## config.mk

```make
export PLATFORM = sky130hd
export DESIGN_NAME = datapathTop
export DESIGN_NICKNAME = d
export VERILOG_FILES = /design/src/source/datapathPkg.sv /design/src/source/datapathTop.sv /design/src/source/resultStage.sv /design/src/source/aluUnit.sv /design/src/source/registerFile.sv /design/src/source/issueStage.sv
export SDC_FILE = /design/constraint.sdc
export NUM_CORES = 1
export LEC_CHECK = 0
export BUFFER_PORTS_ARGS = -buffer_cell sky130_fd_sc_hd__buf_4
export CORE_MARGIN = 3
export CORE_UTILIZATION = 50
export DETAILED_ROUTE_END_ITERATION = 8
export PLACE_DENSITY = 0.7
export SKIP_LAST_GASP = 1
export SLEW_MARGIN = 30
export SYNTH_ARGS = -nofsm -noshare
export SYNTH_HDL_FRONTEND = slang
export SYNTH_SLANG_ARGS = --single-unit
```

## constraint.sdc

```tcl
create_clock -name clk -period 5.3 [get_ports clk]
set_input_delay 1.06 -clock clk [delete_from_list [all_inputs] [get_ports clk]]
set_output_delay 1.06 -clock clk [all_outputs]
set_load 0.01 [all_outputs]
```

## src/source/datapathPkg.sv

```systemverilog
`default_nettype none

package datapathPkg;

	localparam int defaultDataWidth = 16;	// word size of the slice.
	localparam int defaultRegCount = 16;	// every register has its own wordline.

	// operation select, one code per result of the eight-way mux.
	typedef enum logic [2:0] {
		opAdd             = 3'b000,
		opSub             = 3'b001,
		opAnd             = 3'b010,
		opOr              = 3'b011,
		opXor             = 3'b100,
		opShiftLeft       = 3'b101,
		opShiftRightLogic = 3'b110,	// zero fill.
		opShiftRightArith = 3'b111	// sign fill.
	} aluOp;

endpackage

`default_nettype wire
```

## src/source/datapathTop.sv

```systemverilog
`default_nettype none

module datapathTop #(
	parameter int dataWidth = datapathPkg::defaultDataWidth,
	parameter int regCount = datapathPkg::defaultRegCount,
	localparam int idWidth = $clog2(regCount)
) (
	input logic clk,
	input logic reset,
	input logic issue,
	input datapathPkg::aluOp op,
	input logic [idWidth-1:0] srcA,
	input logic [idWidth-1:0] srcB,
	input logic [idWidth-1:0] dst,
	input logic [dataWidth-1:0] imm,
	input logic useImm,
	output logic resultValid,
	output logic [dataWidth-1:0] result,
	output logic [idWidth-1:0] resultDst,
	output logic zero,
	output logic negative,
	output logic overflow
);

	import datapathPkg::*;

	logic issued;
	aluOp issuedOp;
	logic [idWidth-1:0] readIdA;
	logic [idWidth-1:0] readIdB;
	logic [idWidth-1:0] issuedDst;
	logic [dataWidth-1:0] issuedImm;
	logic issuedUseImm;
	logic [dataWidth-1:0] readDataA;
	logic [dataWidth-1:0] readDataB;
	logic [dataWidth-1:0] aluResult;
	logic aluCarryOverflow;

	issueStage #(.dataWidth(dataWidth), .regCount(regCount)) issue0 (
		.clk(clk), .reset(reset), .issue(issue), .op(op),
		.srcA(srcA), .srcB(srcB), .dst(dst), .imm(imm), .useImm(useImm),
		.issued(issued), .issuedOp(issuedOp), .readIdA(readIdA), .readIdB(readIdB),
		.issuedDst(issuedDst), .issuedImm(issuedImm), .issuedUseImm(issuedUseImm)
	);

	// write-back comes straight from the result registers.
	registerFile #(.dataWidth(dataWidth), .regCount(regCount)) regFile0 (
		.clk(clk), .reset(reset),
		.writeEnable(resultValid), .writeId(resultDst), .writeData(result),
		.readIdA(readIdA), .readIdB(readIdB),
		.readDataA(readDataA), .readDataB(readDataB)
	);

	aluUnit #(.dataWidth(dataWidth)) alu0 (
		.op(issuedOp), .operandA(readDataA), .rightValue(readDataB),
		.immValue(issuedImm), .useImm(issuedUseImm),
		.aluResult(aluResult), .aluCarryOverflow(aluCarryOverflow)
	);

	resultStage #(.dataWidth(dataWidth), .regCount(regCount)) result0 (
		.clk(clk), .reset(reset), .issued(issued), .op(issuedOp),
		.aluResult(aluResult), .aluCarryOverflow(aluCarryOverflow), .dst(issuedDst),
		.resultValid(resultValid), .result(result), .resultDst(resultDst),
		.zero(zero), .negative(negative), .overflow(overflow)
	);

endmodule

`default_nettype wire

```

## src/source/resultStage.sv

```systemverilog
`default_nettype none

module resultStage #(
	parameter int dataWidth = datapathPkg::defaultDataWidth,
	parameter int regCount = datapathPkg::defaultRegCount,
	localparam int idWidth = $clog2(regCount)
) (
	input logic clk,
	input logic reset,
	input logic issued,
	input datapathPkg::aluOp op,
	input logic [dataWidth-1:0] aluResult,
	input logic aluCarryOverflow,
	input logic [idWidth-1:0] dst,
	output logic resultValid,
	output logic [dataWidth-1:0] result,
	output logic [idWidth-1:0] resultDst,
	output logic zero,
	output logic negative,
	output logic overflow
);

	import datapathPkg::*;

	always_ff @(posedge clk) begin
		if (reset) begin
			resultValid <= 1'b0;
		end else begin
			resultValid <= issued;
		end
	end

	// held until the next instruction lands.
	always_ff @(posedge clk) begin
		if (issued) begin
			result <= aluResult;
			resultDst <= dst;
			overflow <= aluCarryOverflow;
		end
	end

	assign zero = (result == '0);
	assign negative = result[dataWidth-1];	// sign bit of the held result.

endmodule

`default_nettype wire

```

## src/source/aluUnit.sv

```systemverilog
`default_nettype none

module aluUnit #(
	parameter int dataWidth = datapathPkg::defaultDataWidth,
	localparam int shiftWidth = $clog2(dataWidth)
) (
	input datapathPkg::aluOp op,
	input logic [dataWidth-1:0] operandA,
	input logic [dataWidth-1:0] rightValue,
	input logic [dataWidth-1:0] immValue,
	input logic useImm,
	output logic [dataWidth-1:0] aluResult,
	output logic aluCarryOverflow
);

	import datapathPkg::*;

	localparam int msb = dataWidth - 1;

	logic [dataWidth-1:0] operandB;
	logic [shiftWidth-1:0] shiftAmount;
	logic [dataWidth-1:0] sumValue;
	logic [dataWidth-1:0] diffValue;
	logic addOverflow;
	logic subOverflow;

	// 2:1 select of operand b.
	always_comb begin
		case (useImm)
			1'b0: operandB = rightValue;
			1'b1: operandB = immValue;
			default: operandB = rightValue;
		endcase
	end

	assign shiftAmount = operandB[shiftWidth-1:0];	// low bits only.
	assign sumValue = operandA + operandB;
	assign diffValue = operandA - operandB;

	// same signs in, other sign out.
	assign addOverflow = (operandA[msb] == operandB[msb]) && (sumValue[msb] != operandA[msb]);
	// different signs in, sign of a lost.
	assign subOverflow = (operandA[msb] != operandB[msb]) && (diffValue[msb] != operandA[msb]);

	// 8:1 result select.
	always_comb begin
		case (op)
			opAdd: aluResult = sumValue;
			opSub: aluResult = diffValue;
			opAnd: aluResult = operandA & operandB;
			opOr: aluResult = operandA | operandB;
			opXor: aluResult = operandA ^ operandB;
			opShiftLeft: aluResult = operandA << shiftAmount;
			opShiftRightLogic: aluResult = operandA >> shiftAmount;
			opShiftRightArith: aluResult = $signed(operandA) >>> shiftAmount;
			default: aluResult = sumValue;
		endcase
	end

	always_comb begin
		case (op)
			opAdd: aluCarryOverflow = addOverflow;
			opSub: aluCarryOverflow = subOverflow;
			default: aluCarryOverflow = 1'b0;	// logic and shifts never overflow.
		endcase
	end

endmodule

`default_nettype wire

```

## src/source/registerFile.sv

```systemverilog
`default_nettype none

module registerFile #(
	parameter int dataWidth = datapathPkg::defaultDataWidth,
	parameter int regCount = datapathPkg::defaultRegCount,
	localparam int idWidth = $clog2(regCount)
) (
	input logic clk,
	input logic reset,
	input logic writeEnable,
	input logic [idWidth-1:0] writeId,
	input logic [dataWidth-1:0] writeData,
	input logic [idWidth-1:0] readIdA,
	input logic [idWidth-1:0] readIdB,
	output logic [dataWidth-1:0] readDataA,
	output logic [dataWidth-1:0] readDataB
);

	import datapathPkg::*;

	logic [dataWidth-1:0] regs [regCount];
	logic [regCount-1:0] wordline;
	logic [dataWidth-1:0] storedA;
	logic [dataWidth-1:0] storedB;

	// one-hot write decoder, all lines low without writeEnable.
	always_comb begin
		wordline = '0;
		for (int i = 0; i < regCount; i++) begin
			if (writeId == idWidth'(i)) begin
				wordline[i] = writeEnable;
			end
		end
	end

	// each register loads only on its own wordline.
	genvar g;
	generate
		for (g = 0; g < regCount; g++) begin : regSlot
			always_ff @(posedge clk) begin
				if (reset) begin
					regs[g] <= '0;
				end else if (wordline[g]) begin
					regs[g] <= writeData;
				end
			end
		end
	endgenerate

	// wide selection over every register.
	function automatic logic [dataWidth-1:0] selectReg(input logic [idWidth-1:0] id);
		logic [dataWidth-1:0] value;
		value = regs[0];
		for (int i = 0; i < regCount; i++) begin
			if (id == idWidth'(i)) begin
				value = regs[i];
			end
		end
		return value;
	endfunction

	// a pending write wins over the stored copy.
	function automatic logic [dataWidth-1:0] forwardReg(
		input logic [idWidth-1:0] id,
		input logic [dataWidth-1:0] stored
	);
		logic hit;
		hit = writeEnable && (writeId == id);
		return hit ? writeData : stored;
	endfunction

	always_comb begin
		storedA = selectReg(readIdA);
		storedB = selectReg(readIdB);
	end

	always_comb begin
		readDataA = forwardReg(readIdA, storedA);
		readDataB = forwardReg(readIdB, storedB);
	end

endmodule

`default_nettype wire

```

## src/source/issueStage.sv

```systemverilog
`default_nettype none

module issueStage #(
	parameter int dataWidth = datapathPkg::defaultDataWidth,
	parameter int regCount = datapathPkg::defaultRegCount,
	localparam int idWidth = $clog2(regCount)
) (
	input logic clk,
	input logic reset,
	input logic issue,
	input datapathPkg::aluOp op,
	input logic [idWidth-1:0] srcA,
	input logic [idWidth-1:0] srcB,
	input logic [idWidth-1:0] dst,
	input logic [dataWidth-1:0] imm,
	input logic useImm,
	output logic issued,
	output datapathPkg::aluOp issuedOp,
	output logic [idWidth-1:0] readIdA,
	output logic [idWidth-1:0] readIdB,
	output logic [idWidth-1:0] issuedDst,
	output logic [dataWidth-1:0] issuedImm,
	output logic issuedUseImm
);

	import datapathPkg::*;

	// strobe follows issue by one cycle.
	always_ff @(posedge clk) begin
		if (reset) begin
			issued <= 1'b0;
		end else begin
			issued <= issue;
		end
	end

	// fields only move on a new instruction, so the read ports stay quiet in gaps.
	always_ff @(posedge clk) begin
		if (issue) begin
			issuedOp <= op;
			readIdA <= srcA;	// operand a register.
			readIdB <= srcB;	// operand b register, ignored with useImm.
			issuedDst <= dst;
			issuedImm <= imm;
			issuedUseImm <= useImm;
		end
	end

endmodule

`default_nettype wire

```

==> metrics.txt, run 1 <==
CTS tree=done; Bufs on Longest Clock Path=3; placed cells=2846; crit end category=flip-flop; Non-Filler Instances=2909; vias in the first global route=18990; Async S/R FF share, synth=0%; via count=19990; area share of the largest cell type after synthesis=42.42%; CTS Hold Bufs=0; # setup viols final=0; Critical Path RT=5590 ps; first-pass GRT wire length=124900 um; chip height=215.2 um; synthesized area=21870 sq um; Inserted Clock Buffers=36; fillers=3661; FF/Latch Area=9319 sq um; Pins Over Slew Limit=0; Cells after Synth=2229; GR Util All Layers=35.71%; Post-CTS Resized=0; flops & latches, synth=311; clock tree sinks=311; post-synthesis cell type with the largest combined area=edfxtp_1; WL final=84850 um; Worst-Skew Late Latency=570 ps; Tmin final=5043 ps; worst endpoint data arrival time=5340 ps; Rows=75; syn nets=2314; PwrDens=329.4 nW/um^2; worst hold path class=reg2reg; drt initial violations=3367; H-tree depth=2; Post-Route Skew=26.41 ps; CP Max Fanout=22; DR WL/cell=29.17 um; Multi-input gate area=11420 sq um; Worst-path clk slew=60 ps; Worst slew margin=31.51%; post-detail-place hpwl=62060 um; RSZ-0062 raised after global routing=no; status=finished, final reports clean; top_reg_cell synth=edfxtp_1; Remaining DRCs=0; final setup TNS=0 ps; Yosys warning count=0; Final period util=95.15%; Core ar.=42600 sq um; RePlAce Congestion=1.064; Vias/cell=6.871; postcts setup bufs=0; Initial DRT Pass Iterations=6; area growth from synthesis to layout=14.02%; Max Fclk=198.3 MHz; P_leak=0.009430 uW; syn avg cell area=9.813 sq um; layout cell share with drive strength beyond 1=18.36%; Max Cap Violations=0; GRT overflow=0; top cells by area, synth=edfxtp_1, and2_1, mux4_2; setup ws final=256.8 ps; dpl ws=97.77 ps; type of the worst setup path=reg2reg; Die ar.=46290 sq um; Final ANT Viol Nets=0; hold_ws=419.1 ps; Worst-Margin Slew=1027 ps; nets=2392; crit start category=flip-flop; boundary pin count=59; antenna violations before repair=1; sequential share of the synthesized area=42.61%; Fin. Hold Viols=0; Post-synth EDFFs=309; Die X=215.2 um; VDD IR max=0.3033 mV; largest net degree at the start of global routing=43; IO Port Bufs=58; Yosys cell types=92; Initial Util=51.34%; Root Driver=clkbuf_16
## routing by layer
layer / GRT usage (%) / vias up / routed length [um] / share of wire (%)
li1: - / 8480 / - / -
met5: 0 / - / 13 / 0.015
met3: 8.503 / 256 / 10770 / 13
met1: 51.47 / 9700 / 34400 / 41
met4: 13.84 / 2 / 3716 / 4.4
met2: 52.22 / 1549 / 35950 / 42
## cell usage in the layout, fill, tap and decap left out, types with 21 or more instances in the layout
cell       instances
a21oi_1          144
nor2b_1           22
nor2_1           132
o21ai_0          120
inv_1             64
nand3_1           43
a211oi_1          43
edfxtp_1         309
nor3_1            79
a21o_1            21
mux2_2            38
mux4_2            39
and2_1           241
o22ai_1           34
nand2_1          129
mux2i_1           84
nand2b_1          32
ha_1              48
clkbuf_16         38
buf_4            233
o211ai_1          21
## final timing paths
kind,slack (ps),startpoint,cells after the start,end
worst max-delay path,260,issue0.readIdA[0],24,result0.result[12]
worst min-delay path,420,issue0.issuedDst[3],0,result0.resultDst[3]
worst max register to register,260,issue0.readIdA[0],24,result0.result[12]
worst min register to register,420,issue0.issuedDst[3],0,result0.resultDst[3]
## synthesized netlist by cell type (all sizes together), types with 15 or more instances
cell type / n
edfxtp: 309
and2: 242
nor2: 145
a21oi: 144
o21ai: 139
nand2: 129
buf: 106
clkbuf: 101
mux2i: 84
nor3: 81
inv: 69
ha: 48
a211oi: 43
nand3: 43
mux4: 39
mux2: 38
o22ai: 34
nand2b: 32
nor2b: 22
a21o: 21
o211ai: 21
o221ai: 21
xnor2: 20
a22oi: 18
a31oi: 18
o21a: 18
a221oi: 16
o31ai: 15
## cell families after synthesis
family | share of synthesized area [%]
AO/OA/AOI/OAI | 19.07
XOR/XNOR | 1.041
AND/OR/NAND/NOR | 18.85
flip-flops | 42.61
multiplexers | 9.816
adder cells (fa/ha/maj) | 2.929
buffers and inverters | 5.686
## power breakdown
part | internal [uW] | total, uW | switching (uW)
combinational | 1010 | 2670 | 1660
clock | 1500 | 2540 | 1050
sequential | 2840 | 3000 | 160
total | 5350 | 8220 | 2870
## critical path: stages (launching register included)
cell	delay, ps
edfxtp_1	410
buf_12	180
buf_12	170
buf_4	180
and4b_1	220
a21oi_1	160
a21oi_1	50
nor3_1	330
nand4_1	180
nand2_1	110
buf_4	120
ha_1	160
inv_1	70
fa_1	460
a21o_1	180
a21o_1	210
a21oi_1	210
o21ai_0	140
a31oi_1	250
o21ai_1	210
and2_1	220
a211oi_1	180
nand4_1	120
a21oi_1	160
nor3_1	60
## area by class of cell
cell class | count | share of cell area [%]
flip-flops and latches | 311 | 37.37
clock inverters | 20 | 0.8329
inverters | 74 | 1.139
repair buffers | 247 | 8.068
clock buffers | 42 | 3.873
diodes | 1 | 0.01003
well taps | 577 | 2.895
multi-input cells | 1637 | 45.81
## state kept, by name, indices dropped and copies added (netlist names)
signal	count
result0.resultValid	1
result0.overflow	1
result0.resultDst	4
issue0.readIdA	4
issue0.readIdB	4
issue0.issuedImm	16
issue0.issued	1
regFile0.regs	256
issue0.issuedOp	3
issue0.issuedUseImm	1
result0.result	16
issue0.issuedDst	4
## through the flow
| stage | cell area [sq um] | power (uW) | utilization [%] |
|---|---|---|---|
| 3_5_place_dp | 23710 | 5582 | 55.66 |
| 2_1_floorplan | 21870 | 4580 | - |
| 6_report | 24940 | 8215 | 58.53 |
| 4_1_cts | 24890 | 8110 | 58.41 |
| 5_1_grt | 24940 | 8473 | 58.53 |
| 3_3_place_gp | 23670 | 5571 | 55.55 |
No activity file was read; power rests on OpenSTA's default activity.
==> run 2, diff against run 1 <==
--- a/config.mk
+++ b/config.mk
@@ -7,9 +7,9 @@
 export LEC_CHECK = 0
 export BUFFER_PORTS_ARGS = -buffer_cell sky130_fd_sc_hd__buf_4
 export CORE_MARGIN = 3
-export CORE_UTILIZATION = 50
+export CORE_UTILIZATION = 40
 export DETAILED_ROUTE_END_ITERATION = 8
-export PLACE_DENSITY = 0.7
+export PLACE_DENSITY = 0.58
 export SKIP_LAST_GASP = 1
 export SLEW_MARGIN = 30
 export SYNTH_ARGS = -nofsm -noshare
==> run 2 against run 1 <==
Clock power is 9.1% higher. Clock skew increased by 13 ps. Routed wire length rose by 0.34%. Setup slack got worse by 97 ps. Worst hold slack got worse by 0.66 ps. Global-route usage decreased by 6.5 points. Power is 1.6% higher. Design area about the same. Fmax shrank 1.9%. Via count fell by 3.2%. Register-to-register slack worse by 97 ps. Combinational power down 2%. Critical path type unchanged. Largest power group unchanged.
==> metrics.txt, run 2 (synthesis gave the netlist of run 1 again) <==
Remaining DRCs=0 (unchanged); worst endpoint data arrival time=5530 ps (+190 ps); RePlAce Congestion=0.9818 (-7.8%); Vias/cell=6.464 (-5.9%); type of the worst setup path=reg2reg; Die X=239.8 um (+11%); Worst-path clk slew=60 ps (about the same); crit start category=flip-flop; Root Driver=clkbuf_16; Fin. Hold Viols=0 (unchanged); Max Fclk=194.5 MHz (-1.9%); Final period util=96.99% (+1.8 points); Largest Register=regFile0.regs; RR Startpoint=issue0.readIdB[0]; Worst slew margin=26.96% (-4.6 points); Pins Over Slew Limit=0 (unchanged); via count=19340 (-3.2%); commonest non-fill, non-tap cell in the layout=edfxtp_1; CTS tree=done; largest registers=regFile0.regs x256, issue0.issuedImm x16, result0.result x16; max FFs per register=256 (unchanged); Initial DRT Pass Iterations=7 (+1); Critical Path RT=5690 ps (+100 ps); status=finished, final reports clean; hold_ws=418.4 ps (-0.6580 ps); commonest non-fill, non-tap cells in the layout=edfxtp_1, and2_1, buf_4, a21oi_1, nor2_1; Worst-Skew Late Latency=600 ps (+30 ps); crit path from=issue0.readIdB[0]; Worst-Margin Slew=1091 ps (+63.54 ps); clock tree sinks=311 (unchanged); Die ar.=57520 sq um (+24%); drt initial violations=3008 (-11%); FF/Latch Area=9319 sq um (unchanged); design area=24960 sq um (about the same); CTS Hold Bufs=0 (unchanged); PwrDens=334.6 nW/um^2 (+1.6%); RSZ-0062 raised after global routing=no; chip height=239.8 um (+11%); Core ar.=53920 sq um (+27%); vias in the first global route=18610 (-2.0%); area growth from synthesis to layout=14.10% (about the same); Tmin final=5140 ps (+97.16 ps); H-tree depth=2 (unchanged); Hold Startpoint=issue0.issuedDst[3]; dpl ws=-110.2 ps (-208.0 ps); GR Util All Layers=29.18% (-6.5 points); Rows=85 (+13%); nets=2352 (-1.7%); fillers=5022 (+37%); post-detail-place hpwl=62910 um (+1.4%); VDD IR max=0.2811 mV (-7.3%); DR WL/cell=28.46 um (-2.4%); first-pass GRT wire length=124700 um (-0.18%); Initial Util=40.56% (-11 points); post-layout util=46.28% (-12 points); Reg2Reg Setup Slack=160 ps (-100 ps); CP Max Fanout=38 (+73%); GRT overflow=0 (unchanged); worst hold path class=reg2reg; Bufs on Longest Clock Path=3 (unchanged); Inserted Clock Buffers=38 (+5.6%); boundary pin count=59 (unchanged); dpl cell area=23540 sq um (-0.74%); antenna violations before repair=1 (unchanged); crit end category=flip-flop; P_leak=0.009301 uW (-1.4%); layout cell share with drive strength beyond 1=17.34% (-1.0 points); # setup viols final=0 (unchanged); Multi-input gate area=11470 sq um (+0.42%); setup ws final=159.7 ps (-97.16 ps); WL final=85140 um (+0.34%); IO Port Bufs=58 (unchanged); Max Cap Violations=0 (unchanged); Post-Route Skew=38.95 ps (+12.53 ps); Final ANT Viol Nets=0 (unchanged); largest net degree at the start of global routing=51 (+19%)
==> run 2: cell types whose count changed in the layout (fill, tap and decap cells not counted), moves of 3 or more <==
cell      change
buf_4        -44
o21ai_1       -4
o21ai_4       +4
clkinv_1      -3
==> run 2: area by class of cell <==
type                            instances  area share, %
Antenna cell                            1        0.01003
Clock buffer                           45          3.956
Clock inverter                         23          1.223
Inverter                               74          1.153
Multi-Input combinational cell       1637          45.97
Sequential cell                       311          37.34
Tap cell                              696          3.489
Timing Repair Buffer                  205          6.859
==> run 2: power breakdown <==
part	leakage, uW	switching [uW]	internal [uW]
clock	0.000631	1130	1640
combinational	0.00548	1650	961
sequential	0.00319	135	2840
total	0.00930	2920	5440
==> run 2: critical path: stages, from the launching register on <==
cell and delay, ps:
edfxtp_1 420, buf_12 240, buf_12 280, mux4_2 540, mux2_2 270, a211oi_1 410
nor3_1 130, a21o_1 220, ha_1 330, o211ai_1 150, a2111oi_1 440, buf_4 190
nor3_1 60, o31ai_1 370, a21oi_1 210, o21a_1 260, and3_1 190, a211oi_1 190
==> run 2: metrics by stage <==
stage / TNS (ps) / std cells / power, uW
2_1_floorplan: 0 / 2229 / 4580
5_1_grt: 0 / 2991 / 8644
3_3_place_gp: -110.5 / 2918 / 5496
6_report: 0 / 2992 / 8351
3_5_place_dp: -218.1 / 2920 / 5513
4_1_cts: 0 / 2988 / 8276
==> run 2: worst paths after layout <==
check / depth (start not counted) / endpoint
max: 17 / result0.result[15]
min reg2reg: 0 / result0.resultDst[3]
min: 0 / result0.resultDst[3]
max reg2reg: 17 / result0.result[15]
==> run 2: per-layer routing <==
layer	up-vias	wire length [um]	global-route usage, %
li1	8399	-	-
met1	9575	36020	41.99
met5	-	13	0
met3	182	9402	6.114
met4	2	2975	9.162
met2	1182	36720	44.10
==> run 2: repair_timing <==
action,CTS,global route
buffers inserted,0,3
endpoints found under the setup margin,2,6
pin swaps,0,1
resized for setup,1,17
